===== config.mk =====
export PLATFORM = sky130hd
export DESIGN_NAME = rob_dispatch_top
export DESIGN_NICKNAME = d
export VERILOG_FILES = /design/src/common/rob_dispatch_pkg.sv /design/src/hdl/issue_queue.sv /design/src/hdl/rob_alloc.sv /design/src/hdl/rob_dispatch_top.sv /design/src/rob/rob_table.sv
export VERILOG_INCLUDE_DIRS = /design/src /design/src/common
export SDC_FILE = /design/constraint.sdc
export NUM_CORES = 1
export LEC_CHECK = 0
export BUFFER_PORTS_ARGS = -buffer_cell sky130_fd_sc_hd__buf_2
export CAP_MARGIN = 20
export CORE_AREA = 2 2 154 156
export DETAILED_ROUTE_END_ITERATION = 8
export DIE_AREA = 0 0 156 158
export PLACE_DENSITY_LB_ADDON = 0.25
export SLEW_MARGIN = 25
export SYNTH_ARGS = -nofsm -noshare
export SYNTH_HDL_FRONTEND = slang
export SYNTH_SLANG_ARGS = --single-unit

===== constraint.sdc =====
create_clock -name clk -period 16.11 [get_ports clk]
set_input_delay 3.222 -clock clk [delete_from_list [all_inputs] [get_ports clk]]
set_output_delay 3.222 -clock clk [all_outputs]
set_load 0.02 [all_outputs]

===== src/common/rob_dispatch_settings.svh =====
// sizes must satisfy RD_RENTRIES <= RD_QENTRIES and RD_RSLOTS <= RD_RENTRIES, depths need not be powers of two
`ifndef ROB_DISPATCH_SETTINGS_SVH
`define ROB_DISPATCH_SETTINGS_SVH

// ==================================================
// issue queue
// ==================================================

// number of instruction slots waiting for or holding a ROB entry
`define RD_QENTRIES 8

// ==================================================
// reorder buffer
// ==================================================

// kept smaller than the queue so that a full ROB is what stalls allocation
`define RD_RENTRIES 4

// allocations per cycle and retirements per cycle share this limit
`define RD_RSLOTS 2

// width of the instruction tag carried from fetch to commit
`define RD_TAG_W 8

`endif


===== src/common/rob_dispatch_pkg.sv =====
// types for the dispatch path, widths follow the settings header and must be set there
`include "rob_dispatch_settings.svh"

package rob_dispatch_pkg;

	// an index into the issue queue
	typedef logic [$clog2(`RD_QENTRIES)-1:0] qidx_t;

	// occupancy of the issue queue, needs one extra bit to reach the full count
	typedef logic [$clog2(`RD_QENTRIES+1)-1:0] qcnt_t;

	// a reorder buffer entry id
	typedef logic [$clog2(`RD_RENTRIES)-1:0] rid_t;

	// number of slots used in one cycle, from zero up to RD_RSLOTS
	typedef logic [$clog2(`RD_RSLOTS+1)-1:0] slot_cnt_t;

	// instruction tag as handed in by fetch
	typedef logic [`RD_TAG_W-1:0] tag_t;

	// an entry waits in IQ_WAIT until it owns a ROB id, then sits in IQ_ISSUED until retired
	typedef enum logic [1:0] {
		IQ_EMPTY,
		IQ_WAIT,
		IQ_ISSUED
	} iq_state_e;

	// ==================================================
	// interface payloads
	// ==================================================

	typedef struct packed {
		logic valid;
		tag_t tag;
	} fetch_s;

	typedef struct packed {
		logic valid;
		rid_t rid;
		qidx_t qidx;
		tag_t tag;
	} issue_s;

	typedef struct packed {
		logic valid;
		rid_t rid;
		tag_t tag;
	} commit_s;

	typedef struct packed {
		logic valid;
		rid_t rid;
	} complete_s;

	// a commit slot as the ROB sends it back, with the queue entry it frees
	typedef struct packed {
		commit_s cmt;
		qidx_t qidx;
	} retire_s;

endpackage


===== src/hdl/issue_queue.sv =====
// in-order circular queue, retirement must free the oldest entries first since only the oldest pointer moves
`include "rob_dispatch_settings.svh"

module issue_queue (
	input  logic                                            clk,
	input  logic                                            rst,
	input  rob_dispatch_pkg::fetch_s                        fetch_i,
	output logic                                            in_ready_o,
	output rob_dispatch_pkg::qidx_t                         order_o [`RD_QENTRIES],
	output rob_dispatch_pkg::iq_state_e                     state_o [`RD_QENTRIES],
	output rob_dispatch_pkg::tag_t                          tag_o [`RD_QENTRIES],
	input  rob_dispatch_pkg::issue_s  [`RD_RSLOTS-1:0]     issue_i,
	input  rob_dispatch_pkg::retire_s [`RD_RSLOTS-1:0]     commit_i
);

	// ==================================================
	// storage and pointers
	// ==================================================

	rob_dispatch_pkg::iq_state_e state_q [`RD_QENTRIES];
	rob_dispatch_pkg::tag_t      tag_q [`RD_QENTRIES];

	// next free slot, and the oldest entry still held
	rob_dispatch_pkg::qidx_t     wr_ptr_q;
	rob_dispatch_pkg::qidx_t     old_ptr_q;
	rob_dispatch_pkg::qcnt_t     count_q;

	rob_dispatch_pkg::slot_cnt_t ret_cnt;
	logic                        accept;

	// step an index around the ring, depth need not be a power of two
	function automatic rob_dispatch_pkg::qidx_t qadd(input rob_dispatch_pkg::qidx_t base,
		input int step);
		int sum;
		sum = (int'(base) + step) % `RD_QENTRIES;
		return rob_dispatch_pkg::qidx_t'(sum);
	endfunction

	// ready only looks at the registered count, so fetch never sees a loop through it
	assign in_ready_o = (count_q != rob_dispatch_pkg::qcnt_t'(`RD_QENTRIES));
	assign accept     = fetch_i.valid && in_ready_o;

	// commit slots arrive packed from slot 0, but count them all anyway
	always_comb begin : count_retire
		ret_cnt = '0;
		for (int s = 0; s < `RD_RSLOTS; s++) begin
			if (commit_i[s].cmt.valid) begin
				ret_cnt = ret_cnt + 1'b1;
			end
		end
	end

	// ==================================================
	// oldest-first view for the allocator
	// ==================================================

	// order_o[0] is the oldest entry, entries past the occupancy read as IQ_EMPTY
	always_comb begin : build_order
		for (int n = 0; n < `RD_QENTRIES; n++) begin
			order_o[n] = qadd(old_ptr_q, n);
			state_o[n] = state_q[n];
			tag_o[n]   = tag_q[n];
		end
	end

	// ==================================================
	// state updates
	// ==================================================

	// the three updates never touch the same entry in one cycle
	// a new entry lands on an empty slot, issue needs IQ_WAIT and retire needs IQ_ISSUED
	always_ff @(posedge clk) begin
		if (rst) begin
			wr_ptr_q  <= '0;
			old_ptr_q <= '0;
			count_q   <= '0;
			for (int n = 0; n < `RD_QENTRIES; n++) begin
				state_q[n] <= rob_dispatch_pkg::IQ_EMPTY;
			end
		end else begin
			for (int s = 0; s < `RD_RSLOTS; s++) begin
				if (issue_i[s].valid) begin
					state_q[issue_i[s].qidx] <= rob_dispatch_pkg::IQ_ISSUED;
				end
			end
			// retired entries are by construction the oldest ones
			for (int s = 0; s < `RD_RSLOTS; s++) begin
				if (commit_i[s].cmt.valid) begin
					state_q[commit_i[s].qidx] <= rob_dispatch_pkg::IQ_EMPTY;
				end
			end
			if (accept) begin
				state_q[wr_ptr_q] <= rob_dispatch_pkg::IQ_WAIT;
				wr_ptr_q          <= qadd(wr_ptr_q, 1);
			end
			old_ptr_q <= qadd(old_ptr_q, int'(ret_cnt));
			count_q   <= count_q + rob_dispatch_pkg::qcnt_t'(accept)
				- rob_dispatch_pkg::qcnt_t'(ret_cnt);
		end
	end

	// the tag is payload and is only meaningful while the state says so
	always_ff @(posedge clk) begin
		if (accept) begin
			tag_q[wr_ptr_q] <= fetch_i.tag;
		end
	end

endmodule


===== src/hdl/rob_alloc.sv =====
// purely combinational, the caller must present order_i oldest first and a registered ROB view
`include "rob_dispatch_settings.svh"

module rob_alloc (
	input  rob_dispatch_pkg::qidx_t                     order_i [`RD_QENTRIES],
	input  rob_dispatch_pkg::iq_state_e                 state_i [`RD_QENTRIES],
	input  rob_dispatch_pkg::tag_t                      tag_i [`RD_QENTRIES],
	input  rob_dispatch_pkg::rid_t                      tail_i,
	input  logic [`RD_RENTRIES-1:0]                     rob_v_i,
	output rob_dispatch_pkg::issue_s [`RD_RSLOTS-1:0]   issue_o
);

	// ==================================================
	// age-ordered allocation
	// ==================================================

	// next rid along the ROB ring
	function automatic rob_dispatch_pkg::rid_t rnext(input rob_dispatch_pkg::rid_t r);
		int sum;
		sum = (int'(r) + 1) % `RD_RENTRIES;
		return rob_dispatch_pkg::rid_t'(sum);
	endfunction

	// walk the queue oldest first and hand out rids from the tail
	// the first waiting entry that cannot get a rid blocks every younger one,
	// which keeps ROB order equal to program order
	always_comb begin : alloc_walk
		rob_dispatch_pkg::rid_t  next_rid;
		rob_dispatch_pkg::qidx_t idx;
		int                      slot;
		logic                    blocked;

		next_rid = tail_i;
		slot     = 0;
		blocked  = 1'b0;
		issue_o  = '0;
		for (int n = 0; n < `RD_QENTRIES; n++) begin
			idx = order_i[n];
			// issued entries are older than any waiting one, empty ones are younger
			if (state_i[idx] == rob_dispatch_pkg::IQ_WAIT && !blocked) begin
				if (!rob_v_i[next_rid] && slot < `RD_RSLOTS) begin
					issue_o[slot].valid = 1'b1;
					issue_o[slot].rid   = next_rid;
					issue_o[slot].qidx  = idx;
					issue_o[slot].tag   = tag_i[idx];
					next_rid            = rnext(next_rid);
					slot                = slot + 1;
				end else begin
					// either the tail slot is still busy or this cycle's slots are used up
					blocked = 1'b1;
				end
			end
		end
	end

endmodule


===== src/hdl/rob_dispatch_top.sv =====
// issue_o and commit_o slots act at the next edge with no ready, the outside must always take them
`include "rob_dispatch_settings.svh"

module rob_dispatch_top (
	input  logic                                        clk,
	input  logic                                        rst,
	input  rob_dispatch_pkg::fetch_s                    fetch_i,
	output logic                                        in_ready_o,
	output rob_dispatch_pkg::issue_s  [`RD_RSLOTS-1:0]  issue_o,
	input  rob_dispatch_pkg::complete_s                 complete_i,
	output rob_dispatch_pkg::commit_s [`RD_RSLOTS-1:0]  commit_o
);

	// ==================================================
	// internal nets
	// ==================================================

	// oldest-first view of the queue for the allocator
	rob_dispatch_pkg::qidx_t     order_w [`RD_QENTRIES];
	rob_dispatch_pkg::iq_state_e state_w [`RD_QENTRIES];
	rob_dispatch_pkg::tag_t      tag_w [`RD_QENTRIES];

	// ROB occupancy seen by the allocator
	rob_dispatch_pkg::rid_t      tail_w;
	logic [`RD_RENTRIES-1:0]     rob_v_w;

	rob_dispatch_pkg::issue_s  [`RD_RSLOTS-1:0] issue_w;
	rob_dispatch_pkg::retire_s [`RD_RSLOTS-1:0] retire_w;

	issue_queue u_queue (
		.clk        (clk),
		.rst        (rst),
		.fetch_i    (fetch_i),
		.in_ready_o (in_ready_o),
		.order_o    (order_w),
		.state_o    (state_w),
		.tag_o      (tag_w),
		.issue_i    (issue_w),
		.commit_i   (retire_w)
	);

	rob_alloc u_alloc (
		.order_i (order_w),
		.state_i (state_w),
		.tag_i   (tag_w),
		.tail_i  (tail_w),
		.rob_v_i (rob_v_w),
		.issue_o (issue_w)
	);

	rob_table u_rob (
		.clk        (clk),
		.rst        (rst),
		.issue_i    (issue_w),
		.complete_i (complete_i),
		.tail_o     (tail_w),
		.rob_v_o    (rob_v_w),
		.commit_o   (retire_w)
	);

	// the allocator result goes out as is, the queue index stays inside on commit
	assign issue_o = issue_w;

	for (genvar s = 0; s < `RD_RSLOTS; s++) begin : g_commit
		assign commit_o[s] = retire_w[s].cmt;
	end

endmodule


===== src/rob/rob_table.sv =====
// completions must name an issued, not yet completed rid, anything else corrupts the done bits
`include "rob_dispatch_settings.svh"

module rob_table (
	input  logic                                        clk,
	input  logic                                        rst,
	input  rob_dispatch_pkg::issue_s  [`RD_RSLOTS-1:0]  issue_i,
	input  rob_dispatch_pkg::complete_s                 complete_i,
	output rob_dispatch_pkg::rid_t                      tail_o,
	output logic [`RD_RENTRIES-1:0]                     rob_v_o,
	output rob_dispatch_pkg::retire_s [`RD_RSLOTS-1:0]  commit_o
);

	// ==================================================
	// entry state
	// ==================================================

	logic [`RD_RENTRIES-1:0] valid_q;
	logic [`RD_RENTRIES-1:0] done_q;
	rob_dispatch_pkg::tag_t  tag_q [`RD_RENTRIES];
	rob_dispatch_pkg::qidx_t qidx_q [`RD_RENTRIES];

	// head is the oldest live entry, tail is the next one to hand out
	rob_dispatch_pkg::rid_t  head_q;
	rob_dispatch_pkg::rid_t  tail_q;

	rob_dispatch_pkg::slot_cnt_t iss_cnt;
	rob_dispatch_pkg::slot_cnt_t ret_cnt;

	// advance a rid around the ring by a slot count
	function automatic rob_dispatch_pkg::rid_t radd(input rob_dispatch_pkg::rid_t r,
		input rob_dispatch_pkg::slot_cnt_t n);
		int sum;
		sum = (int'(r) + int'(n)) % `RD_RENTRIES;
		return rob_dispatch_pkg::rid_t'(sum);
	endfunction

	assign tail_o  = tail_q;
	assign rob_v_o = valid_q;

	// the allocator packs its slots from 0, the tail moves by how many it used
	always_comb begin : count_issue
		iss_cnt = '0;
		for (int s = 0; s < `RD_RSLOTS; s++) begin
			if (issue_i[s].valid) begin
				iss_cnt = iss_cnt + 1'b1;
			end
		end
	end

	// ==================================================
	// in-order retirement
	// ==================================================

	// a run of valid and done entries starting at the head retires together,
	// and the first entry that is not done stops the run
	always_comb begin : retire_walk
		rob_dispatch_pkg::rid_t r;
		logic                   run;

		r        = head_q;
		run      = 1'b1;
		ret_cnt  = '0;
		commit_o = '0;
		for (int s = 0; s < `RD_RSLOTS; s++) begin
			if (run && valid_q[r] && done_q[r]) begin
				commit_o[s].cmt.valid = 1'b1;
				commit_o[s].cmt.rid   = r;
				commit_o[s].cmt.tag   = tag_q[r];
				commit_o[s].qidx      = qidx_q[r];
				ret_cnt               = ret_cnt + 1'b1;
				r                     = radd(r, 1);
			end else begin
				run = 1'b0;
			end
		end
	end

	// issue only targets entries that read invalid, retire only clears valid ones,
	// so the two never land on the same rid in one cycle
	always_ff @(posedge clk) begin
		if (rst) begin
			valid_q <= '0;
			done_q  <= '0;
			head_q  <= '0;
			tail_q  <= '0;
		end else begin
			for (int s = 0; s < `RD_RSLOTS; s++) begin
				if (issue_i[s].valid) begin
					valid_q[issue_i[s].rid] <= 1'b1;
					done_q[issue_i[s].rid]  <= 1'b0;
				end
			end
			if (complete_i.valid) begin
				done_q[complete_i.rid] <= 1'b1;
			end
			for (int s = 0; s < `RD_RSLOTS; s++) begin
				if (commit_o[s].cmt.valid) begin
					valid_q[commit_o[s].cmt.rid] <= 1'b0;
				end
			end
			tail_q <= radd(tail_q, iss_cnt);
			head_q <= radd(head_q, ret_cnt);
		end
	end

	// tag and queue index ride along with the entry until it retires
	always_ff @(posedge clk) begin
		for (int s = 0; s < `RD_RSLOTS; s++) begin
			if (issue_i[s].valid) begin
				tag_q[issue_i[s].rid]  <= issue_i[s].tag;
				qidx_q[issue_i[s].rid] <= issue_i[s].qidx;
			end
		end
	end

endmodule


After elaboration in Yosys (flattened, before gate mapping)

Memory sizes are Yosys's and may differ from the RTL's. A register that Yosys moved wholly into a read port is not among the register bits.
Index checks and enable logic that the tools add are counted.

Output and inout port bits: 51
RAM bits: 124
Memories kept: 4
Register bits after elaboration: 22
Word-level logic and storage cells: 450
Input bits: 14

Muxes and demuxes: 283
Magnitude comparators: 49
Bitwise gates (word level): 19
Equal/unequal tests: 9
Reductions and logical operators: 49
$add $sub $neg: 30

Memories:

| memory          | depth | width | rd ports | clocked after Yosys merged registers in | wr ports | line              | text |
|---|---|---|---|---|---|---|---|
| u_queue.tag_q   | 8     | 8     | 8        | 0                                       | 1        | issue_queue.sv:21 | `` rob_dispatch_pkg::tag_t tag_q [`RD_QENTRIES]; `` |
| u_rob.tag_q     | 4     | 8     | 2        | 1                                       | 2        | rob_table.sv:20   | `` rob_dispatch_pkg::tag_t tag_q [`RD_RENTRIES]; `` |
| u_queue.state_q | 8     | 2     | 8        | 0                                       | 8        | issue_queue.sv:20 | `` rob_dispatch_pkg::iq_state_e state_q [`RD_QENTRIES]; `` |
| u_rob.qidx_q    | 4     | 3     | 2        | 1                                       | 2        | rob_table.sv:21   | `` rob_dispatch_pkg::qidx_t qidx_q [`RD_RENTRIES]; `` |

Operators by type and width:

| operator                                                                | count |
|---|---|
| 28-bit bitwise mux                                                      | 28 |
| 32-bit by 3-bit < comparator with 1-bit output (second input constant)  | 14 |
| 32-bit 2-to-1 mux                                                       | 13 |
| 14-bit demux with 1-bit select                                          | 28 |
| 28-bit 2-to-1 mux                                                       | 14 |
| 32-bit by 1-bit >= comparator with 1-bit output (second input constant) | 7 |
| 32-bit by 2-bit adder with 32-bit output (second input constant)        | 6 |
| 8-bit binary-select mux with 3-bit select                               | 8 |
| 8-bit 2-to-1 mux                                                        | 23 |
| 14-bit 2-to-1 mux                                                       | 11 |
| 13-bit 2-to-1 mux                                                       | 7 |
| 2-bit 2-to-1 mux                                                        | 41 |
| 11-bit 2-to-1 mux                                                       | 7 |
| 1-bit 2-to-1 mux                                                        | 61 |
| 2-bit binary-select mux with 3-bit select                               | 8 |
| 4-bit 2-to-1 mux                                                        | 12 |
| 2-bit by 3-bit < comparator with 1-bit output (second input constant)   | 15 |
| 4-bit >= comparator (second input constant)                             | 8 |
| 3-bit NOT with 4-bit output                                             | 8 |
| 1-bit logical AND                                                       | 30 |
| 1-bit binary-select mux with 2-bit select                               | 12 |
| 2-bit by 1-bit adder with 2-bit output (second input constant)          | 8 |
| 4-bit bitwise AND                                                       | 4 |
| 2-bit by 1-bit == test with 1-bit output (second input constant)        | 8 |
| 16 further kinds                                                        | 58 |

Depth between registers and ports, before layout

Depth after elaboration: 67
Gate-level depth with buffers: 46
Depth with buffers taken out: 41

Cells and area by module

From an unflattened synthesis, not the netlist that was laid out.

Cells, all modules: 1394
Area total of the unflattened synthesis: 15085.7 sq um

By module, submodules not included:

| module      | area an instance (sq um) | cells each | instances |
|---|---|---|---|
| rob_alloc   | 8067.7                   | 904        | 1 |
| issue_queue | 3590.9                   | 256        | 1 |
| rob_table   | 3427.0                   | 234        | 1 |

Worst setup path before layout

No wires, ideal clock.

Path type: register to output
Start point: register u_queue.old_ptr_q[0]
End point: output issue_o[0] (netlist name)
Arrival: 9.324 ns
Cell stages (with the launch flop): 38
Setup slack: 3.564 ns
Buffers on the path: 10
Cell sequence: dfxtp_1 buf_4 inv_6 ha_1 inv_1 mux4_2 mux2i_1 clkbuf_1 nor3_1 o32a_1 o311ai_0 clkbuf_1 nand2_1 xnor2_1 inv_1 ha_1 a2111o_1 a211o_1 (+2 left out) clkbuf_1 xnor2_1 inv_1 clkbuf_1 clkbuf_1 ha_1 nor2_1 o211ai_1 a211oi_4 o31ai_4 xnor2_2 and3_1 buf_4 clkbuf_1 clkbuf_1 nand2_1 o21ai_0 inv_1

RTL lines:

| item                   | line                  | text |
|---|---|---|
| from (decl)            | issue_queue.sv:25     | `rob_dispatch_pkg::qidx_t old_ptr_q;` |
| from (signal assigned) | issue_queue.sv:96     | `old_ptr_q <= qadd(old_ptr_q, int'(ret_cnt));` |
| to (decl)              | rob_dispatch_top.sv:9 | `` output rob_dispatch_pkg::issue_s [`RD_RSLOTS-1:0] issue_o, `` |

==> out/metrics.yaml <==
asyncSetResetFlopFracSynth_pct: 0
detailedPlace.worstSlack_ps: 2440
fillerInstances: 1845
post_synth_num_cell_types: 110
outcome: "complete, no violations"
vdd_drop_max_mv: 0.0828
post-route-cell-area_mm2: 0.0147
timing.final.max_slew_violations: 0
ys_warn_count: 0
critPathKind: "flop to output pin"
placed_cell_areas_mm2: 0.0141
top_level_ports: 65
place_congestion: 0.977
power.density_mw_per_mm2: 125
unrepaired_setup_endpoints_after_global_routing: "false"
h_tree_depth: 4
max_stage_delay_ps: 750
width_of_the_chip_um: 156
multi_input_comb_area_mm2: 0.00901
max-cap-violations: 0
power_frac_seq_pct: 27.1
core_area_mm2: 0.0231
yosys-top-cells-area: "edfxtp_1 24%, mux4_2 15%, mux2i_1 7.8%"
crit_path_end_kind: "output pin"
final_layout_size_suffix_gt1_share_pct: 21.0
worstSetupStartpointType: "flop"
area.growth.synth_to_final_pct: 8.18
cts-root-buf: "clkbuf_16"
p_comb_share_pct: 51.0
finalWorstPathRequiredPeriod_ps: 13850
drtPass1Iterations: 6
core.rowCount: 56
clk-insertion-delay-late_ps: 440
ys_ff_latch: 146
antenna_cells_inserted: 0
initial_core_util_pct: 58.9
post_cts_resized: 0
post-synth-top-area-cell: "edfxtp_1"
grt_pass1_vias: 11500
critPathArrivalTime_ps: 10630
p_sw_uw: 824
switching_share_pct: 44.9
grt_usage_pct: 34.0
ys_seq_area_share_pct: 29.5
synth_top_flop_cell: "edfxtp_1"
postSynthCellCount: 1386
worstMarginPinSlew_ps: 1130
register_area_mm2: 0.00401
wirelength_um: 41400
period_share_pct: 86.0
cts-buffers-inserted: 17
grt_start_max_net_pins: 49
post_cts.repair.setup_buffers: 0
p_leak_nw: 5.44
ant_nets: 0
cts_tree: "yes"
clock_path_buffers: 2
antenna_violations_before_repair: 0
drt-initial-drc-count: 1344
path_max_fanout: 34
dpl.cell_count: 1673
number_of_synthesized_flops_with_an_enable_pin: 108
clkSlewWorstSetupHoldPaths_ps: 70
yosysTopAreaCellShare_pct: 23.9
postSynthNetCount: 1426
skew_ps: 11.7
die_area_mm2: 0.0246
clockPowerShare_pct: 21.9
most_common_cell_on_crit_path: "inv_1"
grt_remaining_overflow: 0
timing.max_slew.rel_slack_pct: 24.8
final_cells: 1706
die_height_um: 158
slowest_stage: "o32ai_1"
syn_area_per_cell_um2: 9.80
report.final.hold_viol_count: 0
setup_viol: 0
fin_ws_ps: 2260
finalSetupTns_ps: 0
syn_area_mm2: 0.0136
io_buf_count: 64
clock-sinks: 146
power_report.internal_total_mw: 1.01
route.vias.total: 12200
drcViolationCount: 0
place.detailed.hpwl_um: 30000
first_pass_grt_wire_length_um: 64400
fmax_ghz: 0.0722
ctsHoldBuffers: 0
worstHoldPathType: "flop to flop"
avgRoutedWirePerCell_um: 24.3
nNetsFinal: 1443
timing.critical_path.required_ps: 12890
drt-vias-per-instance: 7.15
-- area by class of cell --
type                       count  area share [%]
tap                          290            2.47
inverter                      56            1.46
sequential                   146            27.3
timing repair buffer          91            3.56
clock buffer                  18            2.92
clock inverter                14           0.987
multi-input combinational   1091            61.3
-- registers in the layout, summed over array words and instances, names as in the netlist --
name and count:
u_rob.tag_q 32, u_rob.rob_v_o 4, u_queue.old_ptr_q 3, u_queue.count_q 4, u_rob.qidx_q 12, u_rob.tail_o 2, u_queue.wr_ptr_q 3, u_rob.head_q 2
u_queue.tag_q 64, u_rob.done_q 4, u_queue.state_q 16
-- logic make-up after synthesis --
kind of cell | Yosys count | share of synthesized area [%]
DFF | 146 | 29.5
adders and majority gates | 27 | 2.58
muxes | 215 | 24.8
xor gates and xnor gates | 21 | 1.46
AOI/OAI and AO/OA | 373 | 20.9
and+or+nand+nor | 455 | 16.4
buffers and inverters | 149 | 4.47
-- metal layers --
layer	track usage (%)	wire [um]
met1	44.6	16400
met2	56.8	20000
met3	5.47	3300
met4	13.7	1680
met5	0	0
-- cells in the mapped netlist, types with 24 or more instances --
library cell,number
nand3_1,28
mux4_2,93
o211ai_1,33
a21oi_1,59
edfxtp_1,108
ha_1,24
clkbuf_1,62
inv_1,51
nor2b_1,40
nand2_1,148
nor2_1,118
dfxtp_1,38
mux2i_1,106
nor3_1,25
o21ai_0,71
-- power groups by stage --
stage	sequential [mW]	clock (mW)	combinational, mW
finish	0.499	0.402	0.937
floorplan	0.491	0	0.697
global route	0.504	0.416	1.01
detailed placement	0.506	0	0.914
global placement	0.502	0	0.899
CTS	0.498	0.400	0.920
-- path summary, 6_finish.rpt --
check / start / to / slack [ps] / cells past startpoint
hold reg to reg: u_queue.state_q[4][1] / u_queue.state_q[4][1] / 470 / 2
hold / removal: u_queue.state_q[4][1] / u_queue.state_q[4][1] / 470 / 2
setup reg to reg: u_queue.old_ptr_q[0] / u_rob.tag_q[1][0] / 4560 / 32
setup / recovery: u_queue.old_ptr_q[0] / issue_o[7] / 2260 / 32
-- metrics by stage --
stage / total power, mW / hold slack, ps / utilization, %
floorplan: 1.19 / 440 / -
global placement: 1.40 / 454 / 61.2
detailed placement: 1.42 / 463 / 61.2
CTS: 1.82 / 474 / 63.7
global route: 1.93 / 499 / 63.8
finish: 1.84 / 474 / 63.8
-- worst max-delay path, delay by kind of cell, from the launching register on --
| kind | cells | cell delay, ps |
|---|---|---|
| muxes | 2 | 760 |
| buffers and inverters | 8 | 1630 |
| AOI/OAI and AO/OA | 9 | 3150 |
| xor gates and xnor gates | 2 | 760 |
| DFF | 1 | 740 |
| adders and majority gates | 3 | 970 |
| and+or+nand+nor | 8 | 2150 |
-- cell usage in the layout, fill, tap and decap left out, drive strengths merged, types with 24 or more instances in the layout --
master / synthesis / layout
a21oi: 63 / 63
buf: 31 / 90
dfxtp: 38 / 38
edfxtp: 108 / 108
ha: 24 / 24
inv: 55 / 62
mux2i: 110 / 110
mux4: 93 / 93
nand2: 148 / 148
nand3: 29 / 29
nor2: 119 / 119
nor2b: 40 / 40
nor3: 26 / 26
o211ai: 34 / 34
o21ai: 78 / 78
Power figures use the tool's default switching activity.
